--- src/include/mixer_defs.svh ---
`ifndef MIXER_DEFS_SVH
`define MIXER_DEFS_SVH

// audio path
`define MIX_AUDIO_WIDTH      24
`define MIX_NR_OF_CHANNELS   4
`define MIX_Q_BITS           16      // unity gain = 65536
`define MIX_CLIP_HOLD_CYCLES 1024    // led on-time after a clip

// wishbone register port, word addresses
`define MIX_WB_ADDR_WIDTH    4
`define MIX_REG_CMD          0       // bit 0 clears min/max, clip, overrun
`define MIX_REG_GAIN0        1       // gains at 1..4
`define MIX_REG_PAN0         5       // pans at 5..8
`define MIX_REG_OUT_GAIN     9
`define MIX_REG_STATUS       10
`define MIX_REG_MAX          11
`define MIX_REG_MIN          12

`endif

--- src/logic/mixer_pkg.sv ---
`include "mixer_defs.svh"

package mixer_pkg;

  typedef logic signed [`MIX_AUDIO_WIDTH-1:0] sample_t;
  typedef logic        [`MIX_AUDIO_WIDTH-1:0] coef_t;     // unsigned Q16
  typedef logic      [`MIX_WB_ADDR_WIDTH-1:0] wb_addr_t;

  typedef struct packed {
    sample_t left;
    sample_t right;
  } stereo_t;

  typedef struct packed {
    coef_t [`MIX_NR_OF_CHANNELS-1:0] channel_gain;
    coef_t [`MIX_NR_OF_CHANNELS-1:0] channel_pan;
    coef_t                           output_gain;
  } mix_cfg_t;

  typedef struct packed {
    logic [`MIX_NR_OF_CHANNELS-1:0] channel_clip;
    logic [1:0]                     out_clip;        // bit 0 left, bit 1 right
  } clip_status_t;

  typedef enum logic [1:0] {
    EGRESS_IDLE,
    EGRESS_LEFT,
    EGRESS_RIGHT
  } egress_state_t;

  localparam logic signed [63:0] SAMPLE_MAX = (64'sd1 <<< (`MIX_AUDIO_WIDTH-1)) - 64'sd1;
  localparam logic signed [63:0] SAMPLE_MIN = -(64'sd1 <<< (`MIX_AUDIO_WIDTH-1));

  function automatic logic out_of_range(input logic signed [63:0] v);
    return (v > SAMPLE_MAX) || (v < SAMPLE_MIN);
  endfunction

  // clamp a wide intermediate into the 24 bit range
  function automatic sample_t sat_sample(input logic signed [63:0] v);
    if (v > SAMPLE_MAX) return sample_t'(SAMPLE_MAX);
    if (v < SAMPLE_MIN) return sample_t'(SAMPLE_MIN);
    return sample_t'(v);
  endfunction

endpackage

--- src/logic/mix_reg_decode.sv ---
`timescale 1ns/100ps
`include "mixer_defs.svh"

module mix_reg_decode import mixer_pkg::*; (
  input  logic         clk,
  input  logic         rst_n,
  input  logic         wb_cyc,
  input  logic         wb_stb,
  input  logic         wb_we,
  input  wb_addr_t     wb_adr,
  input  logic  [31:0] wb_dat_w,
  output logic  [31:0] wb_dat_r,
  output logic         wb_ack,
  input  clip_status_t status,
  input  logic         overrun,
  input  sample_t      dac_max,
  input  sample_t      dac_min,
  output mix_cfg_t     cfg,
  output logic         clear
);

  localparam int N = `MIX_NR_OF_CHANNELS;
  localparam int W = `MIX_AUDIO_WIDTH;

  logic        wb_req;
  logic [31:0] rd_data;

  assign wb_req = wb_cyc && wb_stb && !wb_ack;   // new cycle, not yet acked

  ////////////////////
  // handshake and writes
  ////////////////////
  always_ff @(posedge clk or negedge rst_n) begin
    if (!rst_n) begin
      wb_ack <= 1'b0;
      clear  <= 1'b0;
      cfg    <= '0;
    end else begin
      wb_ack <= wb_req;
      clear  <= wb_req && wb_we && (wb_adr == wb_addr_t'(`MIX_REG_CMD)) && wb_dat_w[0];
      if (wb_req && wb_we) begin
        for (int i = 0; i < N; i++) begin
          if (wb_adr == wb_addr_t'(`MIX_REG_GAIN0 + i))
            cfg.channel_gain[i] <= wb_dat_w[W-1:0];
          if (wb_adr == wb_addr_t'(`MIX_REG_PAN0 + i))
            cfg.channel_pan[i] <= wb_dat_w[W-1:0];
        end
        if (wb_adr == wb_addr_t'(`MIX_REG_OUT_GAIN))
          cfg.output_gain <= wb_dat_w[W-1:0];
      end
    end
  end

  ////////////////////
  // read mux
  ////////////////////
  always_comb begin
    rd_data = '0;                                 // unmapped reads return zero
    for (int i = 0; i < N; i++) begin
      if (wb_adr == wb_addr_t'(`MIX_REG_GAIN0 + i))
        rd_data = {{(32-W){1'b0}}, cfg.channel_gain[i]};
      if (wb_adr == wb_addr_t'(`MIX_REG_PAN0 + i))
        rd_data = {{(32-W){1'b0}}, cfg.channel_pan[i]};
    end
    case (wb_adr)
      wb_addr_t'(`MIX_REG_OUT_GAIN): rd_data = {{(32-W){1'b0}}, cfg.output_gain};
      wb_addr_t'(`MIX_REG_STATUS):
        rd_data = {{(31-N-2){1'b0}}, overrun, status.out_clip, status.channel_clip};
      wb_addr_t'(`MIX_REG_MAX):    rd_data = {{(32-W){dac_max[W-1]}}, dac_max};
      wb_addr_t'(`MIX_REG_MIN):    rd_data = {{(32-W){dac_min[W-1]}}, dac_min};
      default: ;
    endcase
  end

  // data goes out together with ack
  always_ff @(posedge clk) begin
    if (wb_req)
      wb_dat_r <= rd_data;
  end

  ////////////////////
  // bus checks
  ////////////////////
  ack_one_cycle: assert property (
    @(posedge clk) disable iff (!rst_n) wb_ack |=> !wb_ack
  );

  ack_after_strobe: assert property (
    @(posedge clk) disable iff (!rst_n) wb_ack |-> $past(wb_cyc && wb_stb)
  );

endmodule

--- config.mk ---
export PLATFORM = sky130hd
export DESIGN_NAME = mix_reg_decode
export DESIGN_NICKNAME = d
export VERILOG_FILES = /design/src/logic/mixer_pkg.sv /design/src/logic/mix_reg_decode.sv
export VERILOG_INCLUDE_DIRS = /design/src /design/src/include
export SDC_FILE = /design/constraint.sdc
export NUM_CORES = 1
export LEC_CHECK = 0
export ABC_AREA = 1
export BUFFER_PORTS_ARGS = -buffer_cell sky130_fd_sc_hd__buf_2
export CORE_MARGIN = 5
export CORE_UTILIZATION = 55
export DETAILED_ROUTE_END_ITERATION = 10
export GPL_TIMING_DRIVEN = 1
export PLACE_DENSITY = 0.95
export REMOVE_ABC_BUFFERS = 1
export SETUP_SLACK_MARGIN = 0.1
export SLEW_MARGIN = 20
export SYNTH_ARGS = -nofsm -noshare
export SYNTH_HDL_FRONTEND = slang
export SYNTH_SLANG_ARGS = --single-unit
export TNS_END_PERCENT = 20
--- constraint.sdc ---
create_clock -name clk -period 5.38 [get_ports clk]
set_input_delay 0.538 -clock clk [delete_from_list [all_inputs] [get_ports clk]]
set_output_delay 0.538 -clock clk [all_outputs]
set_load 0.02 [all_outputs]
==> results.md <==
* Status: complete, no violations
* Seq cells post-synth at around 240
* Worst Max-Slew Pin Slew at 1129 ps
* Post-Syn Area at between 0.01 and 0.015 mm²
* Final Setup Violations at 0
* IO buf count at between 300 and 400
* CTS Buf Count at 25
* CP Capture Type: flop
* Synth top area cells: dfrtp_1 50%, nand2_1 13%, edfxtp_1 6.9%, o21ai_0 5.7%, nand3_1 4.6%
* CTS tree: yes
* Tmin final at between 3000 and 4000 ps
* Global Route Usage Sum at 0.3251
* Tot Pwr at between 4 and 5 mW
* Worst-path clk slew at 60 ps
* Maximum root-to-sink buffer count at 3
* Root Driver: clkbuf_16
* DRC viols at 0
* Crit path launch type: flop
* Post_cts resized at 0
* Cells on worst reg2reg path at 6
* Reg2reg end: cfg[37]$_DFFE_PN0P_
* WL/cell at about 21 µm
* Clock Latency Late Sink at a little over 500 ps
* Top-area cell type share of the netlist area at 0.5001
* Setup_tns at 0 ps
* Post-CTS Hold Buffers at 0
* # diodes at 0
* Slew Viols, Final at 0
* Die area at ~0.023 mm²
* YS warnings at 0
* PwrDens at about 360 mW/mm²
* Pleak at slightly above 7 nW
* Grt ovf at 0
* Vias in the first global route at roughly 11000
* Most frequent cell after synthesis: nand2_1
* Register area share after synthesis at 0.5689
* Final antenna-violating net count at 0
* Design Area, Final at between 0.01 and 0.015 mm²
* Largest area contributor in the netlist: dfrtp_1
* Max Cap Violations at 0
* Routed vias at around 11000
* Reg2reg start: wb_ack$_DFF_PN0_
* Syn Area/Cell at ~8.5 µm²
* First-pass GRT wire length at 56.99 mm
* Max H-tree Level at 1
* Skew final at approximately 8.2 ps
* Share of cells above drive strength 1 at 0.2729
* Commonest cells post-synth: 387 x nand2_1, 218 x dfrtp_1, 124 x o21ai_0
* Antenna violations before repair at 1
* Ys flop type: dfrtp_1
* CP required at around 5800 ps
* Slew headroom at 0.2449
* Net total in the final layout at between 1500 and 2000
* Post-synth ARST share at 0.8971
* Hold/Removal Path Class: in -> async
* DR iter-0 viols at 1050
* Worst reg2reg setup slack at about 2300 ps
* Setup Fix Bufs, Post-CTS at 0
* Crit path DAT at between 3000 and 4000 ps
* Sink Count at roughly 240
* Final Hold Viols at 0
* Final HPWL DP at 23.74 mm
* Syn Inst Count at between 1000 and 1500
* DRT Wirelength at between 30 and 40 mm
* CP Max Fanout at 48
* Via density at between 5 and 6
* Area grow syn2layout at 23.59%
* Fin crit share at 0.5771
* GP Congestion at approximately 0.85
* Placed cell areas at around 0.013 mm²
* Initial core utilization at 0.5587
* I/O pin cnt at roughly 350
* CORE AREA at ~0.020 mm²
* Fmax at roughly 0.32 GHz
* Setup CP Type: reg -> reg
* Yosys cell types at 26
* Die W at 150.8 µm
* Largest net degree at the start of global routing at between 100 and 150
* EDFF count, synth at 25
* Worst vdd ir at around 0.26 mV
* RSZ-0062 raised after global routing: no
* DIE HEIGHT at about 150 µm
* First-pass DRT Iterations at 8
* Hold slack at between 40 and 50 ps
* Rows at between 50 and 60
[cells in the final DEF, fill, tap and decap left out, types with 17 or more instances in the layout]
master,instances
a21oi_1,24
a22o_1,17
buf_2,336
clkbuf_16,25
dfrtp_1,218
edfxtp_1,25
inv_1,81
nand2_1,383
nand3_1,96
nand4_1,24
nor2_1,50
o21ai_0,124
o21ai_1,92
or2_2,23
[per-stage QoR]
stage	util	worst slack, ps	instances
global placement	0.6472	2105	1803
floorplan	-	2042	1193
CTS	0.6887	2338	1848
finish	0.6905	2275	1848
global route	0.6905	2161	1848
detailed placement	0.6472	1971	1803
[power breakdown]
group	internal, mW	switching, mW
sequential	2.06	0.169
clock	1.02	0.703
combinational	0.280	0.630
[state kept, by name (all words and copies together), names as in the netlist]
register,flops
clear,1
wb_dat_r,25
wb_ack,1
cfg,216
[worst max-delay path: stages (launching register included)]
cell and delay, ps:
dfrtp_1 410, nor2_4 110, buf_4 440, nand2_1 150
clkinv_1 340, nand3_2 920, o21ai_0 580
[how the worst max path moves through the flow]
stage / cells past startpoint / endpoint / slack, ps / startpoint
6_report: 6 / cfg[37]$_DFFE_PN0P_ / 2280 / wb_ack$_DFF_PN0_
3_5_place_dp: 8 / cfg[196]$_DFFE_PN0P_ / 1970 / wb_adr[2]
5_1_grt: 7 / cfg[196]$_DFFE_PN0P_ / 2160 / wb_adr[2]
3_3_place_gp: 7 / cfg[198]$_DFFE_PN0P_ / 2110 / wb_adr[2]
4_1_cts: 6 / cfg[136]$_DFFE_PN0P_ / 2340 / wb_ack$_DFF_PN0_
2_1_floorplan: 6 / cfg[144]$_DFFE_PN0P_ / 2040 / wb_cyc
[routing by layer]
layer,track usage,part of all wire,vias up
met1,0.3921,0.34,4993
met2,0.5189,0.46,832
met4,0.2035,0.071,2
met3,0.08887,0.13,208
met5,0,0.00029,-
li1,-,-,4767
[cells by family after synthesis]
logic type             after synthesis  synth area share
buffers and inverters              173           0.06996
and+or+nand+nor                    597            0.2319
AOI/OAI and AO/OA                  265            0.1293
DFF                                243            0.5689
[final cells by class]
cell class              count  area (µm²)
clock inverters             9       93.84
well taps                 265       331.6
multi-input cells         862        4035
flip-flops and latches    243        6206
repair buffers            345        1769
clock buffers              36       716.9
inverters                  88       330.3
fillers                  1432        6043
Power figures use the tool's default switching activity.
