===== config.mk =====
export PLATFORM = sky130hd
export DESIGN_NAME = mix_bus_sum
export DESIGN_NICKNAME = d
export VERILOG_FILES = /design/src/logic/mixer_pkg.sv /design/src/logic/mix_bus_sum.sv
export VERILOG_INCLUDE_DIRS = /design/src /design/src/include
export SDC_FILE = /design/constraint.sdc
export NUM_CORES = 2
export LEC_CHECK = 0
export BUFFER_PORTS_ARGS = -buffer_cell sky130_fd_sc_hd__buf_2
export CAP_MARGIN = 20
export CORE_UTILIZATION = 63
export CTS_CLUSTER_DIAMETER = 150
export DETAILED_ROUTE_END_ITERATION = 7
export HOLD_SLACK_MARGIN = 0.06
export PLACE_DENSITY = 0.82
export SLEW_MARGIN = 20
export SYNTH_ARGS = -nofsm -noshare
export SYNTH_HDL_FRONTEND = slang
export SYNTH_SLANG_ARGS = --single-unit
export TNS_END_PERCENT = 5

===== constraint.sdc =====
create_clock -name clk -period 9.95 [get_ports clk]
set_clock_uncertainty 0.2 [all_clocks]
set_input_delay 0.995 -clock clk [delete_from_list [all_inputs] [get_ports clk]]
set_output_delay 0.995 -clock clk [all_outputs]
set_load 0.03 [all_outputs]

===== src/include/mixer_defs.svh =====
`ifndef MIXER_DEFS_SVH
`define MIXER_DEFS_SVH

// audio path
`define MIX_AUDIO_WIDTH      24
`define MIX_NR_OF_CHANNELS   4
`define MIX_Q_BITS           16      // unity gain = 65536
`define MIX_CLIP_HOLD_CYCLES 1024    // led on-time after a clip

// wishbone register port, word addresses
`define MIX_WB_ADDR_WIDTH    4
`define MIX_REG_CMD          0       // bit 0 clears min/max, clip, overrun
`define MIX_REG_GAIN0        1       // gains at 1..4
`define MIX_REG_PAN0         5       // pans at 5..8
`define MIX_REG_OUT_GAIN     9
`define MIX_REG_STATUS       10
`define MIX_REG_MAX          11
`define MIX_REG_MIN          12

`endif


===== src/logic/mixer_pkg.sv =====
`include "mixer_defs.svh"

package mixer_pkg;

  typedef logic signed [`MIX_AUDIO_WIDTH-1:0] sample_t;
  typedef logic        [`MIX_AUDIO_WIDTH-1:0] coef_t;     // unsigned Q16
  typedef logic      [`MIX_WB_ADDR_WIDTH-1:0] wb_addr_t;

  typedef struct packed {
    sample_t left;
    sample_t right;
  } stereo_t;

  typedef struct packed {
    coef_t [`MIX_NR_OF_CHANNELS-1:0] channel_gain;
    coef_t [`MIX_NR_OF_CHANNELS-1:0] channel_pan;
    coef_t                           output_gain;
  } mix_cfg_t;

  typedef struct packed {
    logic [`MIX_NR_OF_CHANNELS-1:0] channel_clip;
    logic [1:0]                     out_clip;        // bit 0 left, bit 1 right
  } clip_status_t;

  typedef enum logic [1:0] {
    EGRESS_IDLE,
    EGRESS_LEFT,
    EGRESS_RIGHT
  } egress_state_t;

  localparam logic signed [63:0] SAMPLE_MAX = (64'sd1 <<< (`MIX_AUDIO_WIDTH-1)) - 64'sd1;
  localparam logic signed [63:0] SAMPLE_MIN = -(64'sd1 <<< (`MIX_AUDIO_WIDTH-1));

  function automatic logic out_of_range(input logic signed [63:0] v);
    return (v > SAMPLE_MAX) || (v < SAMPLE_MIN);
  endfunction

  // clamp a wide intermediate into the 24 bit range
  function automatic sample_t sat_sample(input logic signed [63:0] v);
    if (v > SAMPLE_MAX) return sample_t'(SAMPLE_MAX);
    if (v < SAMPLE_MIN) return sample_t'(SAMPLE_MIN);
    return sample_t'(v);
  endfunction

endpackage


===== src/logic/mix_bus_sum.sv =====
`timescale 1ns/100ps
`include "mixer_defs.svh"

module mix_bus_sum import mixer_pkg::*; (
  input  logic                              clk,
  input  logic                              rst_n,
  input  logic                              ch_valid,
  input  sample_t [`MIX_NR_OF_CHANNELS-1:0] ch_left,
  input  sample_t [`MIX_NR_OF_CHANNELS-1:0] ch_right,
  input  coef_t                             output_gain,
  input  logic                              clear,
  output logic                              mix_valid,
  output stereo_t                           mix_out,
  output logic    [1:0]                     out_clip
);

  localparam int N = `MIX_NR_OF_CHANNELS;

  sample_t [1:0][N-1:0] side_in;    // index 0 left, 1 right
  sample_t [1:0]        sum_d, sum_q, out_d;
  logic    [1:0]        sum_clip_d, sum_clip_q, gain_clip_d;
  logic                 sum_valid;

  assign side_in[0] = ch_left;
  assign side_in[1] = ch_right;

  always_comb begin
    logic signed [63:0] acc;
    logic signed [63:0] scaled;
    for (int s = 0; s < 2; s++) begin
      acc = '0;
      for (int i = 0; i < N; i++)
        acc = acc + side_in[s][i];
      sum_d[s]       = sat_sample(acc);
      sum_clip_d[s]  = out_of_range(acc);
      // master gain on the registered sum
      scaled         = (sum_q[s] * $signed({1'b0, output_gain})) >>> `MIX_Q_BITS;
      out_d[s]       = sat_sample(scaled);
      gain_clip_d[s] = out_of_range(scaled);
    end
  end

  always_ff @(posedge clk or negedge rst_n) begin
    if (!rst_n) begin
      sum_valid  <= 1'b0;
      mix_valid  <= 1'b0;
      sum_clip_q <= '0;
      out_clip   <= '0;
    end else begin
      sum_valid <= ch_valid;
      mix_valid <= sum_valid;
      if (ch_valid)
        sum_clip_q <= sum_clip_d;
      if (clear)
        out_clip <= '0;
      else if (sum_valid)
        out_clip <= out_clip | sum_clip_q | gain_clip_d;  // either clamp counts
    end
  end

  always_ff @(posedge clk) begin
    if (ch_valid)
      sum_q <= sum_d;
    if (sum_valid) begin
      mix_out.left  <= out_d[0];
      mix_out.right <= out_d[1];
    end
  end

endmodule


==> results.py <==
metrics = {
    "global_routing": {
        "grt_pass1_wl_um": 190000,
        "grt_overflow": 0,
        "globalRouteTotalUtil": 0.321,
        "antenna_found_initial": 6,
        "grt_pass1_vias": 38400,
        "grt_max_degree": 54,
    },
    "worst_setup_path": {
        "rr_startpoint": "sum_q[3]",
        "cp.required_ns": 10.02,
        "path_max_fanout": 28,
        "cp.arrival_ns": 9.14,
        "reg2reg_to": "out_clip[0]",
        "worstSetupPathType": "in2reg",
        "crit_path_end_kind": "register",
        "r2r_cells": 26,
        "regToRegSetupSlack_ns": 0.95,
        "start_kind": "input port",
    },
    "yosys": {
        "synth.mux.area_fraction": 0.00149,
        "synth_seq_area_share": 0.0646,
        "ys_seq_elements": 102,
        "synth_fa_ha_area_frac": 0.572,
        "syn_area_sq_um": 46900,
        "ys_async_sr_fraction": 0.0588,
        "ys_warn_count": 0,
        "avgSynthCellArea_sq_um": 9.23,
        "synth_xor_area_frac": 0.0203,
        "synth-main-ff-cell": "edfxtp_1",
        "synth_edf_count": 96,
        "synth_compound_area_frac": 0.0719,
        "synth-simple-area-share": 0.158,
        "ys_types": 86,
        "synthesis.nets": 6809,
        "synth_top_family_by_area": "adder cells",
        "syn_inst": 5081,
    },
    "die": {
        "die-width_um": 275,
        "io-pin-count": 271,
        "start_util": 0.640,
        "die-area_sq_um": 75600,
        "core_area_sq_um": 73300,
        "die_y_um": 275,
        "rows": 99,
    },
    "placement": {
        "dp_hpwl_um": 92800,
        "numPortBuffers": 270,
        "dp_cells": 6114,
        "gp_congestion": 0.972,
        "postPlaceCellArea_sq_um": 49000,
    },
    "run": {
        "drv_cap": 0,
    },
    "outcome": {
        "violations": "design-rule violations",
        "outcome": "finished, violations left",
    },
    "sta": {
        "period_minus_slack_ns": 9.06,
        "slew_viol_final": 0,
        "tightest_slew_ns": 1.19,
        "post-route-period-util": 0.911,
        "fmax_ghz": 0.110,
        "report.final.hold_viol_count": 0,
        "finalSetupTns_ns": 0,
        "maxSlewHeadroom": 0.204,
        "finalSetupViolCount": 0,
        "rsz0062_at_grt": "no",
    },
    "finish": {
        "nFillCells": 5751,
        "final_area_sq_um": 49300,
        "finalNonFillerCells": 6135,
        "utilization": 0.672,
        "drive_gt1_frac": 0.0748,
        "syn_to_final_growth_pct": 4.97,
        "finish.net_count": 6895,
    },
    "route": {
        "via_count": 35100,
        "dr.pass1.iters": 7,
        "wl_um": 114000,
        "wl_per_cell_um": 18.6,
        "drc": 4,
        "postRouteAntennaNets": 0,
        "drt-initial-drc-count": 2226,
        "post_drt_via_cell_ratio": 5.72,
    },
    "clock_network": {
        "cts_root_buf": "clkbuf_16",
        "numCtsBuffers": 9,
        "insertion_delay_ns": 0.41,
        "htree_levels": 3,
        "cts_setup_buffers": 0,
        "clockBufferDepth": 2,
        "postCtsResizedCells": 0,
        "cts_hold_buf": 0,
        "clk_pin_slew_ns": 0.08,
        "cts_tree": "done",
        "cts.sinks": 102,
    },
    "hold_path": {
        "min-delay-path-class": "in2async",
    },
}
-- layer usage --
layer,vias up,global-route usage,part of all wire
met4,4,0.141,0.046
met3,339,0.0355,0.072
met1,17800,0.405,0.38
li1,15500,-,-
met5,-,0,0.00020
met2,1502,0.558,0.50
-- area by class of cell --
cell class	count	area [sq um]	area share
diodes	4	10.0	0.000203
clock buffers	10	239	0.00485
clock inverters	6	37.5	0.000762
inverters	1118	4200	0.0852
multi-input cells	3602	38600	0.785
flip-flops and latches	102	3030	0.0616
well taps	959	1200	0.0244
repair buffers	334	1890	0.0383
-- cell families (layout without fill, tap and decap cells) --
family          count (synthesis)  in the layout
fa+ha+maj                    1508           1508
compound gates                507            507
other cells                     0              4
mux                             7              7
flops                         102            102
xor+xnor                      108            108
buf+inv                      1377           1468
simple gates                 1472           1472
-- worst max-delay path: stages --
cell and delay, ns:
buf_2 0.64, buf_4 0.37, nand2_1 0.11, fa_1 0.57, fa_1 0.47, fa_1 0.56
inv_1 0.05, fa_1 0.48, inv_1 0.05, fa_1 0.49, inv_1 0.06, fa_1 0.47
ha_1 0.30, ha_1 0.45, nand4_1 0.22, or4_4 0.57, nor3_2 0.19, o211ai_1 0.18
o211ai_2 0.27, a211oi_2 0.18, xnor2_1 0.20, nor4_1 0.41, or4b_1 0.48, o21ai_1 0.22
a211oi_1 0.13
-- Yosys cell counts, drive strengths merged, types with 8 or more instances --
cell	number	area share
a31oi	12	0.0017
nand2b	40	0.0053
o211ai	8	0.0014
xor2	39	0.0073
edfxtp	96	0.061
nand4	24	0.0032
clkbuf	227	0.018
nor2b	32	0.0043
inv	1118	0.089
nand2	653	0.052
o21ai	100	0.011
buf	32	0.0042
o21a	18	0.0029
fa	1060	0.45
a21o	124	0.020
a21boi	8	0.0013
nor2	67	0.0054
nand3	29	0.0031
a211oi	18	0.0032
and2	541	0.072
xnor2	69	0.013
and3	12	0.0016
nor4	10	0.0015
a21oi	137	0.015
ha	448	0.12
nor3	26	0.0029
o21bai	20	0.0033
-- state kept, by name (all words and copies together), names as in the netlist --
signal / cells
sum_q: 48
mix_valid: 1
sum_clip_q: 2
out_clip: 2
mix_out: 48
sum_valid: 1
-- through the flow --
step | hold slack [ns] | worst slack, ns
after floorplan | 0.317 | 1.72
final | 0.224 | 0.886
after detailed placement | 0.346 | 0.478
after global routing | 0.216 | 0.329
after global placement | 0.345 | 0.541
after CTS | 0.206 | 0.911
-- how the worst max path moves through the flow --
stage,from,endpoint,slack (ns),cells past startpoint
floorplan,output_gain[19],mix_out[31],1.72,28
global placement,output_gain[19],mix_out[27],0.54,23
detailed placement,output_gain[19],mix_out[27],0.48,25
CTS,output_gain[19],mix_out[27],0.91,25
global route,output_gain[11],mix_out[27],0.33,26
finish,output_gain[19],out_clip[0],0.89,25
-- cell usage in the layout (no fill, tap or decap), types with 18 or more instances in the layout --
cell type,n
a21o_1,124
a21oi_1,134
and2_1,541
buf_2,269
buf_4,60
edfxtp_1,96
fa_1,1060
ha_1,448
inv_1,1118
nand2_1,652
nand2b_1,40
nand3_1,29
nand4_1,24
nor2_1,67
nor2b_1,32
nor3_1,25
o21a_1,18
o21ai_0,81
o21bai_1,19
xnor2_1,68
xor2_1,39
Power is not shown: default switching activity piles up to over one toggle a cycle in this logic, so the estimate is an artifact.
