===== src/include/mixer_defs.svh =====
`ifndef MIXER_DEFS_SVH
`define MIXER_DEFS_SVH

// audio path
`define MIX_AUDIO_WIDTH      24
`define MIX_NR_OF_CHANNELS   4
`define MIX_Q_BITS           16      // unity gain = 65536
`define MIX_CLIP_HOLD_CYCLES 1024    // led on-time after a clip

// wishbone register port, word addresses
`define MIX_WB_ADDR_WIDTH    4
`define MIX_REG_CMD          0       // bit 0 clears min/max, clip, overrun
`define MIX_REG_GAIN0        1       // gains at 1..4
`define MIX_REG_PAN0         5       // pans at 5..8
`define MIX_REG_OUT_GAIN     9
`define MIX_REG_STATUS       10
`define MIX_REG_MAX          11
`define MIX_REG_MIN          12

`endif


===== src/logic/mixer_pkg.sv =====
`include "mixer_defs.svh"

package mixer_pkg;

  typedef logic signed [`MIX_AUDIO_WIDTH-1:0] sample_t;
  typedef logic        [`MIX_AUDIO_WIDTH-1:0] coef_t;     // unsigned Q16
  typedef logic      [`MIX_WB_ADDR_WIDTH-1:0] wb_addr_t;

  typedef struct packed {
    sample_t left;
    sample_t right;
  } stereo_t;

  typedef struct packed {
    coef_t [`MIX_NR_OF_CHANNELS-1:0] channel_gain;
    coef_t [`MIX_NR_OF_CHANNELS-1:0] channel_pan;
    coef_t                           output_gain;
  } mix_cfg_t;

  typedef struct packed {
    logic [`MIX_NR_OF_CHANNELS-1:0] channel_clip;
    logic [1:0]                     out_clip;        // bit 0 left, bit 1 right
  } clip_status_t;

  typedef enum logic [1:0] {
    EGRESS_IDLE,
    EGRESS_LEFT,
    EGRESS_RIGHT
  } egress_state_t;

  localparam logic signed [63:0] SAMPLE_MAX = (64'sd1 <<< (`MIX_AUDIO_WIDTH-1)) - 64'sd1;
  localparam logic signed [63:0] SAMPLE_MIN = -(64'sd1 <<< (`MIX_AUDIO_WIDTH-1));

  function automatic logic out_of_range(input logic signed [63:0] v);
    return (v > SAMPLE_MAX) || (v < SAMPLE_MIN);
  endfunction

  // clamp a wide intermediate into the 24 bit range
  function automatic sample_t sat_sample(input logic signed [63:0] v);
    if (v > SAMPLE_MAX) return sample_t'(SAMPLE_MAX);
    if (v < SAMPLE_MIN) return sample_t'(SAMPLE_MIN);
    return sample_t'(v);
  endfunction

endpackage


===== src/logic/dac_egress.sv =====
`timescale 1ns/100ps
`include "mixer_defs.svh"

module dac_egress import mixer_pkg::*; (
  input  logic         clk,
  input  logic         rst_n,
  input  logic         mix_valid,
  input  stereo_t      mix_out,
  input  logic         dac_ready,
  input  logic         clear,
  input  clip_status_t status,
  output sample_t      dac_data,
  output logic         dac_valid,
  output logic         dac_last,
  output sample_t      dac_max,
  output sample_t      dac_min,
  output logic         overrun,
  output logic         clip_led
);

  localparam int      HOLD_W     = $clog2(`MIX_CLIP_HOLD_CYCLES + 1);
  localparam sample_t SAMPLE_POS = sample_t'(SAMPLE_MAX);
  localparam sample_t SAMPLE_NEG = sample_t'(SAMPLE_MIN);

  egress_state_t     state;
  sample_t           right_hold;
  logic              clip_any, clip_any_q;
  logic [HOLD_W-1:0] hold_cnt;

  ////////////////////
  // stream FSM
  ////////////////////
  always_ff @(posedge clk or negedge rst_n) begin
    if (!rst_n) begin
      state     <= EGRESS_IDLE;
      dac_valid <= 1'b0;
      dac_last  <= 1'b0;
    end else begin
      case (state)
        EGRESS_IDLE: if (mix_valid) begin
          state     <= EGRESS_LEFT;
          dac_valid <= 1'b1;
          dac_last  <= 1'b0;
        end
        EGRESS_LEFT: if (dac_ready) begin
          state    <= EGRESS_RIGHT;
          dac_last <= 1'b1;            // right closes the frame
        end
        EGRESS_RIGHT: if (dac_ready) begin
          state     <= EGRESS_IDLE;
          dac_valid <= 1'b0;
          dac_last  <= 1'b0;
        end
        default: state <= EGRESS_IDLE;
      endcase
    end
  end

  always_ff @(posedge clk) begin
    if (state == EGRESS_IDLE && mix_valid) begin
      dac_data   <= mix_out.left;
      right_hold <= mix_out.right;
    end else if (state == EGRESS_LEFT && dac_ready) begin
      dac_data <= right_hold;
    end
  end

  ////////////////////
  // amplitude and overrun
  ////////////////////
  always_ff @(posedge clk or negedge rst_n) begin
    if (!rst_n) begin
      dac_max <= SAMPLE_NEG;
      dac_min <= SAMPLE_POS;
      overrun <= 1'b0;
    end else if (clear) begin
      dac_max <= SAMPLE_NEG;
      dac_min <= SAMPLE_POS;
      overrun <= 1'b0;
    end else begin
      if (dac_valid && dac_ready) begin
        if (dac_data > dac_max) dac_max <= dac_data;
        if (dac_data < dac_min) dac_min <= dac_data;
      end
      if (mix_valid && state != EGRESS_IDLE)
        overrun <= 1'b1;                 // frame dropped
    end
  end

  // clip led, reload on each new clip
  assign clip_any = (|status.channel_clip) || (|status.out_clip);
  assign clip_led = (hold_cnt != '0);

  always_ff @(posedge clk or negedge rst_n) begin
    if (!rst_n) begin
      clip_any_q <= 1'b0;
      hold_cnt   <= '0;
    end else begin
      clip_any_q <= clip_any;
      if (clip_any && !clip_any_q)
        hold_cnt <= HOLD_W'(`MIX_CLIP_HOLD_CYCLES);
      else if (hold_cnt != '0)
        hold_cnt <= hold_cnt - 1'b1;
    end
  end

  data_stable_on_stall: assert property (
    @(posedge clk) disable iff (!rst_n) (dac_valid && !dac_ready) |=> $stable(dac_data)
  );

endmodule


===== config.mk =====
export PLATFORM = sky130hd
export DESIGN_NAME = dac_egress
export DESIGN_NICKNAME = d
export VERILOG_FILES = /design/src/logic/mixer_pkg.sv /design/src/logic/dac_egress.sv
export VERILOG_INCLUDE_DIRS = /design/src /design/src/include
export SDC_FILE = /design/constraint.sdc
export NUM_CORES = 1
export LEC_CHECK = 0
export BUFFER_PORTS_ARGS = -buffer_cell sky130_fd_sc_hd__buf_2
export CAP_MARGIN = 10
export CORE_MARGIN = 5
export CORE_UTILIZATION = 54
export CTS_CLUSTER_SIZE = 24
export DETAILED_ROUTE_END_ITERATION = 10
export PLACE_DENSITY = 0.8
export SLEW_MARGIN = 0
export SYNTH_ARGS = -nofsm -noshare
export SYNTH_HDL_FRONTEND = slang
export SYNTH_SLANG_ARGS = --single-unit

===== constraint.sdc =====
create_clock -name clk -period 3.55 [get_ports clk]
set_input_delay 0.1775 -clock clk [delete_from_list [all_inputs] [get_ports clk]]
set_output_delay 0.1775 -clock clk [all_outputs]
set_load 0.05 [all_outputs]

==> results.json, run 1 <==
{
  "start_kind": "flip-flop",
  "unrepaired_setup_endpoints_after_global_routing": "no",
  "cell_internal_pwr_mw": 4.34,
  "synth_area_mm2": 0.00586,
  "power-per-cell-area_mw_per_mm2": 1000,
  "ys_dominant_reg_cell": "sky130_fd_sc_hd__edfxtp_1",
  "yosysWarnings": 0,
  "boundaryPins": 135,
  "finalClockSkew_ps": 7.91,
  "cts_buffers": 17,
  "hold_class": "input pin to flip-flop",
  "finalCriticalPeriod_ps": 2920,
  "setup_viol": 0,
  "multi_input_gate_area_mm2": 0.00247,
  "power.combinational.fraction_pct": 46.2,
  "die_h_um": 114,
  "synth.yosys.seq_area_share_pct": 52.8,
  "coreArea_mm2": 0.0107,
  "largest_net_degree_at_the_start_of_global_routing": 74,
  "row_count": 38,
  "post_cts_hold_buffer_count": 53,
  "max-clock-path-buffers": 2,
  "tightestPinTransition_ps": 950,
  "cts.sink_count": 113,
  "syn_avg_cell_area_um2": 11.3,
  "post_synth_inst_count": 519,
  "detail_route.iter0.violations": 330,
  "design_power_total_mw": 7.88,
  "die_area_mm2": 0.0130,
  "wirelength_mm": 14.6,
  "tritoncts_clock_tree": "yes",
  "register_to_register_path_setup_slack_ps": 630,
  "antenna_found_initial": 0,
  "cts_resized": 0,
  "path_cells": "inv_1, ha_1, and4_1, and2_1, a31oi_1, o211ai_1, o22ai_4, buf_4, mux2i_1, nor2_1",
  "n_antenna_cell": 0,
  "status": "finished, final reports clean",
  "post-synth-top-area-fraction_pct": 24.6,
  "clkPwrFrac_pct": 22.6,
  "min_delay_path_depth": 4,
  "max_freq_mhz": 342,
  "ys_seq_elements": 113,
  "drc_errors": 0,
  "clk_pin_slew_ps": 60,
  "timing.critical_path.to_type": "flip-flop",
  "wl_per_cell_um": 16.9,
  "postSynthNetCount": 626,
  "design.final.nets": 822,
  "hold_viol_final": 0,
  "net-switching-power_mw": 3.54,
  "detailed_placer_s_ending_hpwl_mm": 9.61,
  "area_contributors_post_synth": "sky130_fd_sc_hd__edfxtp_1, sky130_fd_sc_hd__dfrtp_1, sky130_fd_sc_hd__dfstp_2, sky130_fd_sc_hd__ha_1, sky130_fd_sc_hd__mux2i_1",
  "irDropWorstVdd_uv": 589,
  "timing.rr.start": "dac_max[23]",
  "layout_common_cells": "sky130_fd_sc_hd__buf_2, sky130_fd_sc_hd__nor2_1, sky130_fd_sc_hd__inv_1",
  "filler_cell_count": 762,
  "cts_root_buf": "sky130_fd_sc_hd__clkbuf_8",
  "postSynth.asyncResetShare_pct": 57.5,
  "timing.hold.worst.start": "dac_ready",
  "whs_endpoint": "state[1]",
  "timing.critical_path.slowest_stage_cell": "sky130_fd_sc_hd__dfstp_2",
  "dr.pass1.iters": 5,
  "regToRegEndpoint": "dac_max[7]",
  "reg2regPathDepth": 10,
  "areaGrowthSynthToFinish_pct": 33.9,
  "critPathMaxStageDelay_ps": 530,
  "worst_slew_margin_rel_pct": 36.5,
  "max_slew_violation_count": 0,
  "die-width_um": 114,
  "cellLeakagePower_nw": 3.68,
  "numPortBuffers": 134,
  "final_layout_size_suffix_gt1_share_pct": 28.3,
  "sequentialPowerShare_pct": 31.2,
  "start_util_pct": 54.6,
  "final_common_cell": "sky130_fd_sc_hd__buf_2",
  "grt_overflow": 0,
  "route.detailed.vias_per_inst": 5.27,
  "cp_max_fo": 16,
  "finalSetupTns_ps": 0,
  "via_count": 4577,
  "cts_setup_buffers": 0,
  "power.share.switching_pct": 44.9,
  "synth.largest_area_cell": "sky130_fd_sc_hd__edfxtp_1",
  "post-route-period-util_pct": 82.4,
  "seq_area_mm2": 0.00310,
  "critPathKind": "flip-flop to flip-flop",
  "first_global_vias": 4824,
  "cts.htree.levels": 4,
  "worstPathArrival_ps": 3320,
  "drt.antenna.violating_nets": 0,
  "globalRouteTotalUtil_pct": 23.5,
  "grt_first_pass_wirelength_mm": 23.7,
  "synthDistinctLibCells": 44,
  "finalWeightedCongestion": 0.809,
  "cap_viol_max_count": 0,
  "synth_enable_flop_cells": 48,
  "cp_data_required_time_ps": 3940,
  "clk_latency_ps": 520
}
[kinds of logic (layout without fill, tap and decap cells)]
group / count (synthesis) / count (layout) / share of synthesized area [%]
simple gates: 148 / 148 / 11.3
flops: 113 / 113 / 52.8
mux: 74 / 74 / 13.4
buf+inv: 72 / 281 / 5.46
compound gates: 59 / 59 / 6.08
fa+ha+maj: 48 / 48 / 10.2
xor+xnor: 5 / 5 / 0.747
[power by group through the flow]
stage	sequential [mW]	clock, mW	combinational, mW
6_report	2.46	1.78	3.64
5_1_grt	2.52	1.87	3.93
4_1_cts	2.45	1.80	3.65
3_5_place_dp	2.46	0	3.56
3_3_place_gp	2.43	0	3.45
2_1_floorplan	3.47	0	1.67
[cells in the mapped netlist, types with 2 or more instances]
library cell and number:
sky130_fd_sc_hd__mux2_2 5, sky130_fd_sc_hd__nand4_1 7, sky130_fd_sc_hd__mux2_1 19, sky130_fd_sc_hd__dfstp_2 24, sky130_fd_sc_hd__edfxtp_1 48, sky130_fd_sc_hd__buf_12 2
sky130_fd_sc_hd__xnor2_1 2, sky130_fd_sc_hd__and4_1 3, sky130_fd_sc_hd__ha_1 48, sky130_fd_sc_hd__dfrtp_1 41, sky130_fd_sc_hd__nor2_1 91, sky130_fd_sc_hd__or3_1 2
sky130_fd_sc_hd__clkbuf_1 11, sky130_fd_sc_hd__o211ai_1 2, sky130_fd_sc_hd__mux2i_1 49, sky130_fd_sc_hd__xor2_1 3, sky130_fd_sc_hd__nor4_1 2, sky130_fd_sc_hd__nand3_1 7
sky130_fd_sc_hd__a21o_1 4, sky130_fd_sc_hd__a211oi_1 4, sky130_fd_sc_hd__a31oi_1 2, sky130_fd_sc_hd__and3_1 2, sky130_fd_sc_hd__buf_2 2, sky130_fd_sc_hd__inv_1 55
sky130_fd_sc_hd__nand2_1 19, sky130_fd_sc_hd__buf_6 2, sky130_fd_sc_hd__nand2b_1 4, sky130_fd_sc_hd__o21ai_0 9, sky130_fd_sc_hd__nor3_1 4, sky130_fd_sc_hd__a21oi_1 26
sky130_fd_sc_hd__o21ai_1 6, sky130_fd_sc_hd__nor2b_1 2
[registers in the layout, indices dropped and copies added (netlist names)]
register / flops
dac_data: 24
dac_max: 24
dac_min: 24
right_hold: 24
hold_cnt: 11
state: 2
clip_any_q: 1
dac_last: 1
dac_valid: 1
overrun: 1
[critical path: cells and delay by family (launching register included)]
kind	cells	cell delay, ps
and+or+nand+nor	3	480
buffers and inverters	2	440
muxes	1	290
adders and majority gates	1	290
DFF	1	530
AOI/OAI and AO/OA	3	760
[cell type report]
type,instances,share of cell area [%]
Clock inverter,14,2.47
Tap cell,140,2.23
Clock buffer,18,5.32
Multi-Input combinational cell,334,31.5
Timing Repair Buffer,194,16.4
Sequential cell,113,39.5
Inverter,55,2.63
[metal layers]
| metal | GRT usage, % | vias to the layer above | share of wire, % |
|---|---|---|---|
| li1 | - | 2195 | - |
| met5 | 0 | - | 0 |
| met3 | 5.76 | 27 | 6.0 |
| met2 | 40.4 | 143 | 52 |
| met4 | 10.5 | 0 | 2.3 |
| met1 | 28.1 | 2212 | 40 |
[worst max path at each step]
stage	from	to	slack (ps)	cells after the start
5_1_grt	dac_max[23]	dac_max[7]	460	10
2_1_floorplan	dac_min[6]	dac_min[22]	860	10
3_3_place_gp	dac_max[23]	dac_max[5]	770	10
4_1_cts	dac_max[23]	dac_max[15]	630	10
6_report	dac_max[23]	dac_max[7]	630	10
3_5_place_dp	dac_max[23]	dac_max[2]	670	10
[through the flow]
| stage | hold slack (ps) | cells | worst slack [ps] | util, % | cell area [um2] |
|---|---|---|---|---|---|
| after global routing | 76.6 | 868 | 464 | 73.1 | 7850 |
| after global placement | 354 | 781 | 770 | 62.0 | 6660 |
| after CTS | 58.3 | 866 | 632 | 72.6 | 7800 |
| after detailed placement | 356 | 781 | 667 | 62.0 | 6660 |
| final | 81.9 | 868 | 625 | 73.1 | 7850 |
| after floorplan | -118 | 519 | 862 | - | 5860 |
Note: power is estimated with default switching activity, not from simulation.
==> run 2: changes to the inputs <==
--- a/config.mk
+++ b/config.mk
@@ -9,10 +9,10 @@
 export BUFFER_PORTS_ARGS = -buffer_cell sky130_fd_sc_hd__buf_2
 export CAP_MARGIN = 10
 export CORE_MARGIN = 5
-export CORE_UTILIZATION = 54
+export CORE_UTILIZATION = 49
 export CTS_CLUSTER_SIZE = 24
 export DETAILED_ROUTE_END_ITERATION = 10
-export PLACE_DENSITY = 0.8
+export PLACE_DENSITY = 0.76
 export SLEW_MARGIN = 0
 export SYNTH_ARGS = -nofsm -noshare
 export SYNTH_HDL_FRONTEND = slang
==> constraint.sdc (replaced) <==
create_clock -name clk -period 2.43 [get_ports clk]
set_input_delay 0.1215 -clock clk [delete_from_list [all_inputs] [get_ports clk]]
set_output_delay 0.1215 -clock clk [all_outputs]
set_load 0.05 [all_outputs]
==> results.json, run 2 (synthesis gave the netlist of run 1 again) <==
{
  "timing.hold.worst.start": "mix_out[43]",
  "areaGrowthSynthToFinish_pct": 37.2,
  "postLayoutCoreUtil_pct": 67.8,
  "grt_first_pass_wirelength_mm": 23.9,
  "row_count": 40,
  "cts.htree.levels": 4,
  "die_area_mm2": 0.0143,
  "layout_common_cells": "sky130_fd_sc_hd__buf_2, sky130_fd_sc_hd__nor2_1, sky130_fd_sc_hd__inv_1",
  "tightestPinTransition_ps": 875,
  "max_freq_mhz": 404,
  "worstPathArrival_ps": 2800,
  "boundaryPins": 135,
  "setup_viol": 22,
  "start_kind": "flip-flop",
  "drt.antenna.violating_nets": 0,
  "cellLeakagePower_nw": 3.73,
  "max_slew_violation_count": 0,
  "finalClockSkew_ps": 12.0,
  "failed_checks": "setup timing",
  "wirelength_mm": 14.7,
  "regToRegEndpoint": "dac_min[14]",
  "filler_cell_count": 897,
  "whs_endpoint": "dac_data[19]",
  "tritoncts_clock_tree": "yes",
  "grt_overflow": 0,
  "dr.pass1.iters": 4,
  "first_global_vias": 4919,
  "coreArea_mm2": 0.0119,
  "via_count": 4638,
  "start_util_pct": 49.4,
  "finalCriticalPeriod_ps": 2470,
  "power-per-cell-area_mw_per_mm2": 1480,
  "critPathKind": "flip-flop to flip-flop",
  "cp_data_required_time_ps": 2760,
  "route.detailed.vias_per_inst": 5.23,
  "timing.critical_path.to_type": "flip-flop",
  "timing.rr.start": "dac_min[6]",
  "detail_route.iter0.violations": 248,
  "register_to_register_path_setup_slack_ps": -40,
  "n_antenna_cell": 0,
  "unrepaired_setup_endpoints_after_global_routing": "yes",
  "post-route-period-util_pct": 102,
  "final_common_cell": "sky130_fd_sc_hd__buf_2",
  "irDropWorstVdd_uv": 800,
  "clk_latency_ps": 420,
  "min_delay_path_depth": 2,
  "drc_errors": 0,
  "reg2regPathDepth": 10,
  "cts_buffers": 17,
  "die-width_um": 119,
  "design_power_total_mw": 11.9,
  "design.final.nets": 834,
  "cts_root_buf": "sky130_fd_sc_hd__clkbuf_16",
  "cap_viol_max_count": 0,
  "largest_net_degree_at_the_start_of_global_routing": 66,
  "hold_viol_final": 0,
  "hold_class": "input pin to flip-flop",
  "numPortBuffers": 134,
  "antenna_found_initial": 0,
  "cp_max_fo": 8,
  "detailed_placer_s_ending_hpwl_mm": 10.1,
  "worst_slew_margin_rel_pct": 41.7,
  "wl_per_cell_um": 16.6,
  "finalWeightedCongestion": 0.805,
  "clk_pin_slew_ps": 60,
  "stdcell_count": 887,
  "status": "finished with violations",
  "timing.final.ws_setup_ps": -43.3,
  "die_h_um": 119,
  "max-clock-path-buffers": 2,
  "final_layout_size_suffix_gt1_share_pct": 34.1,
  "placed_cells_incl_taps": 809,
  "globalRouteTotalUtil_pct": 21.2,
  "cts.sink_count": 113
}
run 2: changes by cell type in the layout (fill, tap and decap cells not counted), sizes merged:
| cell | before | now |
|---|---|---|
| buf | 141 | 163 |
| dlygate4sd3 | 53 | 43 |
| bufinv | 5 | 3 |
| clkinvlp | 1 | 3 |
| clkbuf | 18 | 19 |
| clkinv | 8 | 7 |
run 2: layout make-up:
cell class | count | area (um2) | share of cell area (%)
timing repair buffer | 206 | 1380 | 17.1
sequential | 113 | 3100 | 38.5
tap | 147 | 184 | 2.29
inverter | 55 | 206 | 2.57
multi-input combinational | 334 | 2600 | 32.3
clock buffer | 19 | 433 | 5.38
clock inverter | 13 | 145 | 1.80
run 2: layer usage:
metal  track usage (%)  vias up  share of wire, %
met5                 0        -                 0
met4              6.80        0               1.3
met3              7.31       19               6.7
met2              37.5      127                52
met1              24.1     2271                40
li1                  -     2221                 -
run 2: critical path, stage by stage, from the launching register on:
cell and delay (ps):
sky130_fd_sc_hd__dfstp_2 540, sky130_fd_sc_hd__inv_2 40, sky130_fd_sc_hd__ha_4 240, sky130_fd_sc_hd__a211oi_2 160
sky130_fd_sc_hd__nand3_1 110, sky130_fd_sc_hd__a31oi_2 200, sky130_fd_sc_hd__o41ai_2 100, sky130_fd_sc_hd__a21oi_2 220
sky130_fd_sc_hd__mux2i_4 340, sky130_fd_sc_hd__buf_6 210, sky130_fd_sc_hd__mux2i_1 220
run 2: how the worst max path moves through the flow:
stage	startpoint	endpoint	slack [ps]	cells after the start
2_1_floorplan	dac_min[6]	dac_min[22]	-110	10
3_3_place_gp	dac_min[2]	dac_min[4]	-80	10
3_5_place_dp	dac_min[2]	dac_min[14]	-130	10
4_1_cts	dac_min[6]	dac_min[14]	-60	10
5_1_grt	dac_min[6]	dac_min[13]	-180	10
6_report	dac_min[6]	dac_min[14]	-40	10
run 2: metrics by stage:
| stage | hold slack (ps) | setup TNS (ps) | cell area (um2) | setup WS (ps) |
|---|---|---|---|---|
| 3_5_place_dp | 300 | -2650 | 6880 | -132 |
| 2_1_floorplan | -174 | -4190 | 5900 | -112 |
| 6_report | 14.9 | -463 | 8040 | -43.3 |
| 3_3_place_gp | 298 | -1640 | 6880 | -80.1 |
| 4_1_cts | 0.206 | -873 | 7950 | -61.5 |
| 5_1_grt | 0.929 | -4480 | 8040 | -182 |
run 2: timing repair:
action | 4_1_cts | 5_1_grt
hold buffers | 43 | 0
hold endpoints to repair | 81 | 0
gates resized for setup | 10 | 17
setup endpoints to repair | 24 | 48
buffers inserted | 1 | 2
pin swaps | 5 | 5
run 2: report_power, final:
part	switching, mW	internal, mW	leakage, nW
clock	0.853	1.59	0.277
combinational	3.80	2.08	2.22
sequential	0.649	2.90	1.23
==> run 3: changes to the inputs <==
--- a/config.mk
+++ b/config.mk
@@ -8,11 +8,13 @@
 export LEC_CHECK = 0
 export BUFFER_PORTS_ARGS = -buffer_cell sky130_fd_sc_hd__buf_2
 export CAP_MARGIN = 10
+export CELL_PAD_IN_SITES_DETAIL_PLACEMENT = 1
+export CELL_PAD_IN_SITES_GLOBAL_PLACEMENT = 2
 export CORE_MARGIN = 5
-export CORE_UTILIZATION = 49
+export CORE_UTILIZATION = 31
 export CTS_CLUSTER_SIZE = 24
 export DETAILED_ROUTE_END_ITERATION = 10
-export PLACE_DENSITY = 0.76
+export PLACE_DENSITY_LB_ADDON = 0.1
 export SLEW_MARGIN = 0
 export SYNTH_ARGS = -nofsm -noshare
 export SYNTH_HDL_FRONTEND = slang
==> results.json, run 3 (synthesis gave the netlist of run 1 again) <==
{
  "status": "finished with violations",
  "failed_checks": "setup timing",
  "timing.critical_path.to_type": "flip-flop",
  "wl_per_cell_um": 17.5,
  "pre_cts_setup_slack_ps": -202,
  "irDropWorstVdd_uv": 545,
  "coreArea_mm2": 0.0186,
  "finalSetupTns_ps": -751,
  "hold_viol_final": 0,
  "globalRouteTotalUtil_pct": 16.6,
  "tritoncts_clock_tree": "yes",
  "wirelength_mm": 17.6,
  "post-route-period-util_pct": 102,
  "start_kind": "flip-flop",
  "finalWeightedCongestion": 0.758,
  "areaGrowthSynthToFinish_pct": 47.4,
  "via_count": 4731,
  "clk_pin_slew_ps": 60,
  "cts.htree.levels": 4,
  "numPortBuffers": 134,
  "reg2regPathDepth": 10,
  "tightestPinTransition_ps": 944,
  "n_antenna_cell": 0,
  "grt_overflow": 0,
  "critPathKind": "flip-flop to flip-flop",
  "die_h_um": 148,
  "setup_viol": 25,
  "worstPathArrival_ps": 2830,
  "boundaryPins": 135,
  "max_freq_mhz": 402,
  "route.detailed.vias_per_inst": 4.69,
  "design.final.nets": 868,
  "largest_net_degree_at_the_start_of_global_routing": 43,
  "row_count": 50,
  "antenna_found_initial": 0,
  "cp_data_required_time_ps": 2770,
  "cap_viol_max_count": 0,
  "finalCriticalPeriod_ps": 2490,
  "detailed_placer_s_ending_hpwl_mm": 12.4,
  "grt_first_pass_wirelength_mm": 28.1,
  "start_util_pct": 31.5,
  "cp_max_fo": 8,
  "unrepaired_setup_endpoints_after_global_routing": "yes",
  "detail_route.iter0.violations": 85,
  "seq_area_mm2": 0.00310,
  "drt.antenna.violating_nets": 0,
  "hold_class": "input pin to flip-flop",
  "power-per-cell-area_mw_per_mm2": 1480,
  "cts.sink_count": 113,
  "drc_errors": 0,
  "filler_cell_count": 2061,
  "finalClockSkew_ps": 8.61,
  "clk_latency_ps": 420,
  "cts_root_buf": "sky130_fd_sc_hd__clkbuf_16",
  "die-width_um": 148,
  "max_slew_violation_count": 0,
  "min_delay_path_depth": 2,
  "layout_common_cells": "sky130_fd_sc_hd__buf_2, sky130_fd_sc_hd__nor2_1, sky130_fd_sc_hd__inv_1",
  "first_global_vias": 5264,
  "cellLeakagePower_nw": 3.92,
  "cts_buffers": 17,
  "final_layout_size_suffix_gt1_share_pct": 38.8,
  "multi_input_gate_area_mm2": 0.00276,
  "final_common_cell": "sky130_fd_sc_hd__buf_2",
  "dr.pass1.iters": 4,
  "worst_slew_margin_rel_pct": 37.1,
  "max-clock-path-buffers": 2,
  "timing.final.ws_setup_ps": -57.4,
  "die_area_mm2": 0.0218
}
[run 3: final timing paths]
| check | from | endpoint | slack, ps |
|---|---|---|---|
| setup / recovery | dac_min[6] | dac_min[13] | -60 |
| hold / removal | mix_out[43] | dac_data[19] | 20 |
| setup reg to reg | dac_min[6] | dac_min[13] | -60 |
| hold reg to reg | dac_last | dac_last | 500 |
| max in group asynchronous | rst_n | dac_min[16] | 1400 |
| min in group asynchronous | rst_n | overrun | 280 |
[run 3: power breakdown]
group / leakage, nW / total [mW] / internal [mW] / switching (mW)
Combinational: 2.43 / 6.80 / 2.60 / 4.19
Clock: 0.262 / 2.49 / 1.51 / 0.981
Sequential: 1.23 / 3.51 / 2.89 / 0.616
Total: 3.92 / 12.8 / 7.01 / 5.79
[run 3: final cells by class]
type | instances | area share [%]
repair buffers | 240 | 19.6
flip-flops and latches | 113 | 35.8
inverters | 55 | 2.39
well taps | 234 | 3.39
multi-input cells | 334 | 32.0
clock buffers | 17 | 4.92
clock inverters | 15 | 1.85
[run 3: what timing repair did]
| action | in CTS | in global routing |
|---|---|---|
| setup endpoints to repair | 48 | 48 |
| hold buffers | 50 | 0 |
| setup buffers | 5 | 10 |
| pin swaps | 5 | 14 |
| resized for setup | 25 | 26 |
| hold endpoints to repair | 63 | 0 |
| gates cloned | 1 | 1 |
[run 3: critical path, cell delays in order, from the launching register on]
cell	delay, ps
sky130_fd_sc_hd__dfstp_2	540
sky130_fd_sc_hd__inv_2	50
sky130_fd_sc_hd__ha_4	240
sky130_fd_sc_hd__a211oi_2	170
sky130_fd_sc_hd__nand3_1	130
sky130_fd_sc_hd__a31oi_4	210
sky130_fd_sc_hd__o41ai_2	120
sky130_fd_sc_hd__a21oi_2	210
sky130_fd_sc_hd__mux2i_4	310
sky130_fd_sc_hd__buf_6	200
sky130_fd_sc_hd__mux2i_1	230
[run 3: metrics by stage]
stage / hold WS [ps] / total power, mW / cell area [um2] / std cells / utilization, %
after floorplan: -174 / 7.57 / 5900 / 519 / -
after global routing: 8.00 / 13.6 / 8650 / 1008 / 46.4
final: 16.5 / 12.8 / 8650 / 1008 / 46.4
after global placement: 197 / 9.30 / 7100 / 910 / 38.1
after CTS: 1.89 / 12.5 / 8420 / 998 / 45.2
after detailed placement: 212 / 9.45 / 7100 / 910 / 38.1
[run 3: layer usage]
metal / up-vias / track usage (%) / wire length [um] / part of all wire, %
li1: 2290 / - / - / -
met1: 2339 / 19.6 / 7530 / 43
met2: 81 / 29.9 / 9170 / 52
met3: 21 / 3.86 / 693 / 3.9
met4: 0 / 5.27 / 255 / 1.4
met5: - / 0 / 0 / 0
